==> config.mk <==
export PLATFORM = sky130hd
export DESIGN_NAME = fm_phase_top
export DESIGN_NICKNAME = d
export VERILOG_FILES = /design/src/fm_pkg.sv /design/src/op_freq_if.sv /design/src/op_freq_regs.sv /design/src/sample_strobe_gen.sv /design/src/calc_phase_inc.sv /design/src/phase_acc.sv /design/src/fm_phase_top.sv
export SDC_FILE = /design/constraint.sdc
export NUM_CORES = 1
export LEC_CHECK = 0
export BUFFER_PORTS_ARGS = -buffer_cell sky130_fd_sc_hd__buf_2
export CAP_MARGIN = 40
export CORE_MARGIN = 3
export CORE_UTILIZATION = 65
export DETAILED_ROUTE_END_ITERATION = 10
export HOLD_SLACK_MARGIN = 0.03
export PLACE_DENSITY = 0.89
export SLEW_MARGIN = 30
export SYNTH_ARGS = -nofsm -noshare
export SYNTH_HDL_FRONTEND = slang
export SYNTH_HIERARCHICAL = 1
export SYNTH_SLANG_ARGS = --single-unit
==> constraint.sdc <==
create_clock -name clk -period 6.5 [get_ports clk]
set_input_delay 1.3 -clock clk [delete_from_list [all_inputs] [get_ports clk]]
set_output_delay 1.3 -clock clk [all_outputs]
set_load 0.05 [all_outputs]
==> src/fm_pkg.sv <==
// FM operator phase path definitions
package fm_pkg;

    localparam int REG_FNUM_WIDTH  = 10; // f-number field, ten bits as on the OPL3.
    localparam int REG_BLOCK_WIDTH = 3;  // block selects the octave.
    localparam int REG_MULT_WIDTH  = 4;  // multiplier code indexes the ratio table.
    localparam int PHASE_ACC_WIDTH = 20; // phase step and phase share this width.
    localparam int REG_DATA_WIDTH  = 8;  // the host writes one byte at a time.
    localparam int REG_ADDR_WIDTH  = 2;  // four register addresses per operator.

    typedef logic [REG_FNUM_WIDTH-1:0]  fnum_t;     // raw f-number.
    typedef logic [REG_BLOCK_WIDTH-1:0] block_t;    // octave shift amount.
    typedef logic [REG_MULT_WIDTH-1:0]  mult_t;     // frequency multiplier code.
    typedef logic [PHASE_ACC_WIDTH-1:0] phase_t;    // phase step or phase value.
    typedef logic [REG_DATA_WIDTH-1:0]  reg_data_t; // host write data.
    typedef logic [REG_ADDR_WIDTH-1:0]  reg_addr_t; // host write address.

    // Register map of the single operator.
    localparam reg_addr_t ADDR_FNUM_LO   = 2'd0; // f-number bits 7..0.
    localparam reg_addr_t ADDR_KEY_BLOCK = 2'd1; // key-on, block and f-number bits 9..8.
    localparam reg_addr_t ADDR_VIB_MULT  = 2'd2; // vibrato enable and multiplier.
    localparam reg_addr_t ADDR_DEPTH     = 2'd3; // deep vibrato select.

endpackage

==> src/op_freq_if.sv <==
// Operator frequency field bundle
`timescale 1ns/1ns

interface op_freq_if;

    fm_pkg::fnum_t  fnum;   // f-number, sets the base pitch.
    fm_pkg::block_t block;  // octave, shifts the f-number left.
    fm_pkg::mult_t  mult;   // ratio code for the multiplier table.
    logic           vib;    // adds the vibrato deviation when set.
    logic           dvb;    // deep vibrato, otherwise the deviation is halved.
    logic           key_on; // a rising edge restarts the phase.

    // The register block owns every field.
    modport regs (
        output fnum,
        output block,
        output mult,
        output vib,
        output dvb,
        output key_on
    );

    // The phase path only reads the fields.
    modport phase (
        input fnum,
        input block,
        input mult,
        input vib,
        input dvb,
        input key_on
    );

endinterface

==> src/op_freq_regs.sv <==
// Operator frequency registers
`timescale 1ns/1ns

module op_freq_regs (
    input  logic              clk,
    input  logic              rst_n,
    input  logic              wr_en,   // one-cycle host write strobe.
    input  fm_pkg::reg_addr_t wr_addr, // selects one of four registers.
    input  fm_pkg::reg_data_t wr_data, // byte that holds the new fields.
    op_freq_if.regs           freq     // fields to the phase path.
);

    fm_pkg::fnum_t  fnum_q;   // f-number built from two writes.
    fm_pkg::block_t block_q;  // octave field.
    fm_pkg::mult_t  mult_q;   // multiplier code.
    logic           vib_q;    // vibrato enable.
    logic           dvb_q;    // deep vibrato select.
    logic           key_on_q; // key-on as written by the host.

    // Each write updates only the fields of its own address.
    // Bits that carry no field are ignored.
    always_ff @(posedge clk) begin
        if (!rst_n) begin
            fnum_q   <= '0;   // silent operator after reset.
            block_q  <= '0;
            mult_q   <= '0;
            vib_q    <= 1'b0;
            dvb_q    <= 1'b0;
            key_on_q <= 1'b0; // key released so the first key-on is an edge.
        end else if (wr_en) begin
            case (wr_addr)
                fm_pkg::ADDR_FNUM_LO: begin
                    fnum_q[7:0] <= wr_data;             // low f-number byte.
                end
                fm_pkg::ADDR_KEY_BLOCK: begin
                    key_on_q    <= wr_data[5];          // key-on lives in bit 5.
                    block_q     <= wr_data[4:2];        // octave in bits 4..2.
                    fnum_q[9:8] <= wr_data[1:0];        // top f-number bits.
                end
                fm_pkg::ADDR_VIB_MULT: begin
                    vib_q  <= wr_data[4];               // vibrato enable.
                    mult_q <= wr_data[3:0];             // ratio code.
                end
                fm_pkg::ADDR_DEPTH: begin
                    dvb_q <= wr_data[0];                // only bit 0 is used.
                end
            endcase
        end
    end

    // Held values go straight onto the bundle.
    assign freq.fnum   = fnum_q;
    assign freq.block  = block_q;
    assign freq.mult   = mult_q;
    assign freq.vib    = vib_q;
    assign freq.dvb    = dvb_q;
    assign freq.key_on = key_on_q;

endmodule

==> src/sample_strobe_gen.sv <==
// Sample rate strobe generator
`timescale 1ns/1ns

module sample_strobe_gen #(
    parameter int SAMPLE_DIV = 4 // system clocks per sample.
) (
    input  logic clk,
    input  logic rst_n,
    output logic sample_en       // one-cycle pulse per sample.
);

    // A divide by one still needs a one-bit counter.
    localparam int CNT_WIDTH = (SAMPLE_DIV > 1) ? $clog2(SAMPLE_DIV) : 1;
    localparam logic [CNT_WIDTH-1:0] CNT_LOAD = CNT_WIDTH'(SAMPLE_DIV - 1);

    logic [CNT_WIDTH-1:0] cnt; // cycles left until the next pulse.

    // The counter runs down to zero, then reloads and fires.
    // So the first pulse lands SAMPLE_DIV cycles after reset.
    always_ff @(posedge clk) begin
        if (!rst_n) begin
            cnt       <= CNT_LOAD; // full period before the first pulse.
            sample_en <= 1'b0;
        end else if (cnt == '0) begin
            cnt       <= CNT_LOAD; // wrap and start a new period.
            sample_en <= 1'b1;     // exactly one pulse per wrap.
        end else begin
            cnt       <= cnt - 1'b1;
            sample_en <= 1'b0;
        end
    end

endmodule

==> src/calc_phase_inc.sv <==
// Phase step with multiplier and vibrato
`timescale 1ns/1ns

module calc_phase_inc #(
    parameter int VIB_INDEX_WIDTH = 13 // LFO counter width, sets the vibrato rate.
) (
    input  logic          clk,
    input  logic          rst_n,
    input  logic          sample_en,   // advances the vibrato LFO.
    op_freq_if.phase      freq,        // frequency fields from the registers.
    output fm_pkg::phase_t phase_inc   // per-sample phase step.
);

    fm_pkg::phase_t pre_mult;     // f-number after the octave shift.
    fm_pkg::phase_t post_mult;    // shifted f-number scaled by the ratio.
    fm_pkg::phase_t phase_inc_p0; // extra stage after the multiply.

    logic [VIB_INDEX_WIDTH-1:0] vib_index; // free-running LFO count.
    logic [2:0]                 vib_phase; // eight vibrato steps per LFO period.

    fm_pkg::fnum_t delta0; // raw deviation from the upper f-number bits.
    fm_pkg::fnum_t delta1; // after the shallow-step halving.
    fm_pkg::fnum_t delta2; // after the depth halving.
    fm_pkg::fnum_t delta3; // registered and signed by inversion.

    // Stage one widens the f-number before shifting so no octave bits are lost.
    always_ff @(posedge clk) begin
        if (!rst_n) begin
            pre_mult <= '0;
        end else begin
            pre_mult <= fm_pkg::phase_t'(freq.fnum) << freq.block;
        end
    end

    // Stage two applies the OPL3 ratio table.
    always_ff @(posedge clk) begin
        if (!rst_n) begin
            post_mult <= '0;
        end else begin
            case (freq.mult)
                4'h0: post_mult <= pre_mult >> 1; // code 0 is half the base rate.
                4'h1: post_mult <= pre_mult;
                4'h2: post_mult <= fm_pkg::phase_t'(pre_mult * 2);
                4'h3: post_mult <= fm_pkg::phase_t'(pre_mult * 3);
                4'h4: post_mult <= fm_pkg::phase_t'(pre_mult * 4);
                4'h5: post_mult <= fm_pkg::phase_t'(pre_mult * 5);
                4'h6: post_mult <= fm_pkg::phase_t'(pre_mult * 6);
                4'h7: post_mult <= fm_pkg::phase_t'(pre_mult * 7);
                4'h8: post_mult <= fm_pkg::phase_t'(pre_mult * 8);
                4'h9: post_mult <= fm_pkg::phase_t'(pre_mult * 9);
                4'hA: post_mult <= fm_pkg::phase_t'(pre_mult * 10);
                4'hB: post_mult <= fm_pkg::phase_t'(pre_mult * 10); // repeats 10.
                4'hC: post_mult <= fm_pkg::phase_t'(pre_mult * 12);
                4'hD: post_mult <= fm_pkg::phase_t'(pre_mult * 12); // repeats 12.
                4'hE: post_mult <= fm_pkg::phase_t'(pre_mult * 15);
                default: post_mult <= fm_pkg::phase_t'(pre_mult * 15); // code F.
            endcase
        end
    end

    // Stage three only breaks up the multiplier path.
    always_ff @(posedge clk) begin
        if (!rst_n) begin
            phase_inc_p0 <= '0;
        end else begin
            phase_inc_p0 <= post_mult;
        end
    end

    // Stage four adds the deviation while vibrato is on.
    always_ff @(posedge clk) begin
        if (!rst_n) begin
            phase_inc <= '0;
        end else if (freq.vib) begin
            phase_inc <= phase_inc_p0 + fm_pkg::phase_t'(delta3); // deviation is zero-extended.
        end else begin
            phase_inc <= phase_inc_p0;
        end
    end

    // The LFO moves one count per sample.
    always_ff @(posedge clk) begin
        if (!rst_n) begin
            vib_index <= '0;
        end else if (sample_en) begin
            vib_index <= vib_index + 1'b1; // wraps freely.
        end
    end

    assign vib_phase = vib_index[VIB_INDEX_WIDTH-1 -: 3]; // top three bits pick the step.

    // Deviation scales with pitch through the upper f-number bits.
    always_comb begin
        delta0 = freq.fnum >> 7;
        delta1 = (vib_phase[1:0] == 2'b11) ? (delta0 >> 1) : delta0; // shallow step.
        delta2 = freq.dvb ? delta1 : (delta1 >> 1);                  // shallow depth.
    end

    // The second half of the LFO period inverts the deviation.
    always_ff @(posedge clk) begin
        if (!rst_n) begin
            delta3 <= '0;
        end else begin
            delta3 <= vib_phase[2] ? ~delta2 : delta2;
        end
    end

endmodule

==> src/phase_acc.sv <==
// Operator phase accumulator
`timescale 1ns/1ns

module phase_acc (
    input  logic           clk,
    input  logic           rst_n,
    input  logic           sample_en, // one step per sample.
    input  fm_pkg::phase_t phase_inc, // step from the increment block.
    op_freq_if.phase       freq,      // only key_on is used here.
    output fm_pkg::phase_t phase      // current operator phase.
);

    logic key_on_q; // key_on one cycle ago.
    logic key_rise; // key_on has just gone high.

    // Edge detect on the host key-on bit.
    always_ff @(posedge clk) begin
        if (!rst_n) begin
            key_on_q <= 1'b0;
        end else begin
            key_on_q <= freq.key_on;
        end
    end

    assign key_rise = freq.key_on & ~key_on_q; // high for one cycle per key press.

    // A new note starts from phase zero.
    // Otherwise the NCO adds the step on each sample and wraps naturally.
    always_ff @(posedge clk) begin
        if (!rst_n) begin
            phase <= '0;
        end else if (key_rise) begin
            phase <= '0;                  // restart wins over a coincident sample.
        end else if (sample_en) begin
            phase <= phase + phase_inc;   // modulo 2**20 by width.
        end
    end

endmodule

==> src/fm_phase_top.sv <==
// FM operator phase path top level
`timescale 1ns/1ns

module fm_phase_top #(
    parameter int SAMPLE_DIV      = 4,  // system clocks per sample.
    parameter int VIB_INDEX_WIDTH = 13  // LFO counter width.
) (
    input  logic              clk,
    input  logic              rst_n,
    input  logic              wr_en,     // host write strobe.
    input  fm_pkg::reg_addr_t wr_addr,   // host register address.
    input  fm_pkg::reg_data_t wr_data,   // host register data.
    output fm_pkg::phase_t    phase_inc, // per-sample phase step.
    output fm_pkg::phase_t    phase,     // accumulated phase.
    output logic              sample_en  // sample-rate strobe.
);

    op_freq_if u_freq (); // frequency fields shared by the phase path.

    // Host side register file.
    op_freq_regs u_op_freq_regs (
        .clk     (clk),
        .rst_n   (rst_n),
        .wr_en   (wr_en),
        .wr_addr (wr_addr),
        .wr_data (wr_data),
        .freq    (u_freq.regs)
    );

    // Sample clock enable.
    sample_strobe_gen #(
        .SAMPLE_DIV (SAMPLE_DIV)
    ) u_sample_strobe_gen (
        .clk       (clk),
        .rst_n     (rst_n),
        .sample_en (sample_en)
    );

    // Step calculation with vibrato.
    calc_phase_inc #(
        .VIB_INDEX_WIDTH (VIB_INDEX_WIDTH)
    ) u_calc_phase_inc (
        .clk       (clk),
        .rst_n     (rst_n),
        .sample_en (sample_en),
        .freq      (u_freq.phase),
        .phase_inc (phase_inc)
    );

    // The NCO itself.
    phase_acc u_phase_acc (
        .clk       (clk),
        .rst_n     (rst_n),
        .sample_en (sample_en),
        .phase_inc (phase_inc),
        .freq      (u_freq.phase),
        .phase     (phase)
    );

endmodule

==> results.md <==
- The flow ran to the end, and the final reports show no timing, DRC or antenna violations.
- The number of setup buffers added after CTS is 0.
- The final weighted congestion in routability-driven placement is 1.02.
- The number of distinct library cells after synthesis is 85.
- The number of global-route vias before repair came to 12426.
- The final layout contains routed wiring with a total length of 41.1 mm.
- After clock tree synthesis, the clock-pin slew on the worst setup and hold paths is 0.07 ns.
- The synthesized netlist occupies a cell area of 0.0129 mm².
- The cell area power density is roughly 150 mW/mm².
- TritonCTS built the clock tree.
- The fraction of final layout cells with drive strength greater than 1 is 8.80%.
- The detailed router placed 13247 vias in this run.
- The number of instances in the synthesized netlist is about 1600.
- The setup skew after layout is 0.0112 ns.
- For the pin with the worst max-slew slack, the measured transition is 0.909 ns.
- Summed over its instances, the top area cell type makes up 21.4% of the synthesized netlist area.
- The per-cell routed wire length is between 20 and 25 µm.
- In this run the core area contains 50 standard-cell rows.
- The initial cell density of the core is 67.6%.
- The source-to-sink clock delay at the later pin of the worst-skew pair is 0.42 ns.
- The cell chosen for the clock root is clkbuf_16.
- Buffers placed on the I/O ports in this run total 53.
- The height of the chip is between 100 and 150 µm.
- After clock tree synthesis, the repair step resized 0 gates.
- The number of nets with antenna violations after detailed routing is 0.
- Summing all flip-flop and latch instances after layout gives between 0.002 and 0.003 mm².
- Summed over all failing endpoints, the final setup total negative slack is 0 ns.
- For this run, the share of the core covered by cells in the final layout is 73.6%.
- Static timing analysis puts the maximum clock frequency at 0.231 GHz.
- The worst setup path is of the reg2reg kind.
- The critical path launch point type is a flip-flop.
- The peak fanout along the critical path is 15.
- The cell type contributing the most total cell area after synthesis is dfxtp_1.
- Setup repair after global routing left no endpoint under its margin.
- The first global-routing pass estimated 64.6 mm of wire.
- In the final design database the tool counted 1792 nets.
- The number of filler cells placed in the layout is 1413.
- The number of I/O pins is 54.
- Averaged over all synthesized cells, the footprint is 8.19 µm².
- The first TritonRoute pass finished after 11 iterations.
- Clock tree synthesis found a total of 138 sinks.
- The number of warning messages in the yosys log is 6.
- The number of inserted diodes is 0.
- STA puts the critical path data required time at 6.86 ns.
- Entering global routing, the biggest net connects 85 pins.
- The leakage power is 6.33 nW.
- STA puts the critical path data arrival time at around 4.7 ns.
- The overall die area is 0.0216 mm².
- Across the run, the number of max-cap violations was 0.
- Counting tap cells, the placed design contains a total of 1838 instances.
- The number of buffers added by the clock tree synthesis step is 17.
- The max-slew violation count is 0.
- The number of endpoints with negative hold slack in the final report is 0.
- The horizontal die dimension is 147 µm.
- The commonest cells after synthesis are ha_1, dfxtp_1, nand2_1.
- After floorplanning, the core was sized to cover roughly 0.019 mm².
- The most common cell in the synthesized netlist is ha_1.
- The worst ir drop on vdd is between 0.0002 and 0.00025 V.
- After detailed routing, the number of vias per cell comes to just over 7.
- In the routed design, unresolved DRC markers number 0.
- Compared with the post-synthesis result, the final layout area differs by 8.89%.
- The share of the cycle needed by the critical path after routing is about two thirds.
- The final instance count without filler cells is about 1900.
- After global routing the overflow that remains totals 0.
- Buffers inserted to repair hold after CTS numbered 0.
- Synthesis inferred 138 register bits.
- The H-tree was split into 4 levels.
- Global routing used between 30% and 40% of the available tracks across all layers.
- The commonest register cell after synthesis is dfxtp_1.
- Setup violations remaining at the end of the flow were counted as 0.
- Counting flops with a built-in enable in the synthesized netlist gives 0.
- The number of antenna violations at the first check in global routing is 0.
- Summed over all nets, the half-perimeter wirelength after detailed placement is just under 30 mm.
- The proportion of synthesized chip area in sequential cells is 21.4%.
- For this block, the initial DRC count from the detailed router was 1981.
- The worst hold path class is reg2reg.
- The number of nets produced by synthesis is 1765.
- The critical path endpoint category is a flip-flop.
- After synthesis, the share of flip-flops with an asynchronous set or reset is 0%.
- The worst-case headroom to the max-slew limit is about two fifths.
- The area of combinational cells with multiple inputs is just under 0.01 mm².
- The smallest clock period supported by the final layout is computed as 4.33 ns.
- By area the synthesized netlist is led by dfxtp_1, ha_1, fa_1, a21oi_1, mux2i_1.
- The buffer levels on the longest clock path is 2.
==> worst max-delay path, cell delays in order, from the launching register on <==
cell and delay [ns]:
dfxtp_1 0.86, fa_1 0.60, fa_1 0.48, ha_1 0.37, a211oi_1 0.24, nor2_1 0.12, o41ai_1 0.48, o21ai_0 0.40
a31oi_1 0.31, xnor2_1 0.14, o21ai_0 0.09, o21ai_1 0.16
==> area by class of cell <==
type                            instances  area share [%]
Inverter                               47            1.26
Timing Repair Buffer                   76            3.31
Multi-Input combinational cell       1321            69.2
Sequential cell                       138            19.7
Tap cell                              260            2.32
Clock buffer                           17            3.03
Clock inverter                         15            1.27
==> kinds of logic (layout without fill, tap and decap cells) <==
kind of cell | count (synthesis) | after routing | share of synthesized area (%)
AND/OR/NAND/NOR | 527 | 527 | 20.6
AO/OA/AOI/OAI | 473 | 473 | 24.4
adder cells (fa/ha/maj) | 178 | 178 | 19.5
flip-flops | 138 | 138 | 21.4
buffers and inverters | 115 | 155 | 3.48
XOR/XNOR | 76 | 76 | 5.31
multiplexers | 67 | 67 | 5.33
==> cell usage in the layout (no fill, tap or decap), drive strengths merged, types with 7 or more instances in the layout <==
cell     instances
nor2           124
o21ai           82
o211ai          13
nand4           22
buf             76
a22oi           27
o2111ai          8
o31ai            8
dfxtp          138
and2            39
nand3b          13
or3             18
o21a            14
inv             57
mux2i           57
a211o            9
o21bai           7
fa              38
a221oi          17
and3            20
xor2            37
a21o            34
a31oi           24
a211oi          21
o22ai           21
nand2b          24
nor2b           16
clkbuf          17
xnor2           39
nand2          129
nor3            35
mux2            10
ha             140
a21oi          127
nand3           52
==> sequential cells by signal (all words and copies together), names as in the netlist <==
| register | cells |
|---|---|
| u_calc_phase_inc/delta3 | 4 |
| u_calc_phase_inc/phase_inc | 20 |
| u_calc_phase_inc/phase_inc_p0 | 20 |
| u_calc_phase_inc/post_mult | 20 |
| u_calc_phase_inc/pre_mult | 17 |
| u_calc_phase_inc/vib_index | 13 |
| u_op_freq_regs/freq.block | 3 |
| u_op_freq_regs/freq.dvb | 1 |
| u_op_freq_regs/freq.fnum | 10 |
| u_op_freq_regs/freq.key_on | 1 |
| u_op_freq_regs/freq.mult | 4 |
| u_op_freq_regs/freq.vib | 1 |
| u_phase_acc/key_on_q | 1 |
| u_phase_acc/phase | 20 |
| u_sample_strobe_gen/cnt | 2 |
| u_sample_strobe_gen/sample_en | 1 |
==> report_power, final <==
part	internal (mW)	switching (mW)	leakage, nW
clock network	0.582	0.427	0.300
logic	0.0829	0.146	4.91
registers	0.858	0.0223	1.11
==> final timing paths <==
kind,from,slack (ns),to,depth (start not counted)
worst max-delay path,u_calc_phase_inc/pre_mult[3],2.17,u_calc_phase_inc/post_mult[16],11
worst min-delay path,u_sample_strobe_gen/cnt[0],0.41,u_sample_strobe_gen/cnt[0],1
worst max register to register,u_calc_phase_inc/pre_mult[3],2.17,u_calc_phase_inc/post_mult[16],11
worst min register to register,u_sample_strobe_gen/cnt[0],0.41,u_sample_strobe_gen/cnt[0],1
==> metal layers <==
metal / track usage, % / up-vias / part of all wire (%)
met5: 0 / - / 0.078
met4: 18.4 / 2 / 6.1
met3: 7.16 / 261 / 11
met2: 58.1 / 923 / 44
met1: 47.2 / 6130 / 39
li1: - / 5931 / -
==> metrics by stage <==
step	hold WS (ns)	worst slack [ns]	cell area [µm²]	total power [mW]
3_3_place_gp	0.392	2.44	13400	1.11
4_1_cts	0.415	2.34	14000	2.11
3_5_place_dp	0.396	2.38	13400	1.12
2_1_floorplan	0.383	3.01	12900	1.05
6_report	0.414	2.17	14000	2.12
5_1_grt	0.443	2.01	14000	2.17
No activity file was read; power rests on OpenSTA's default activity.
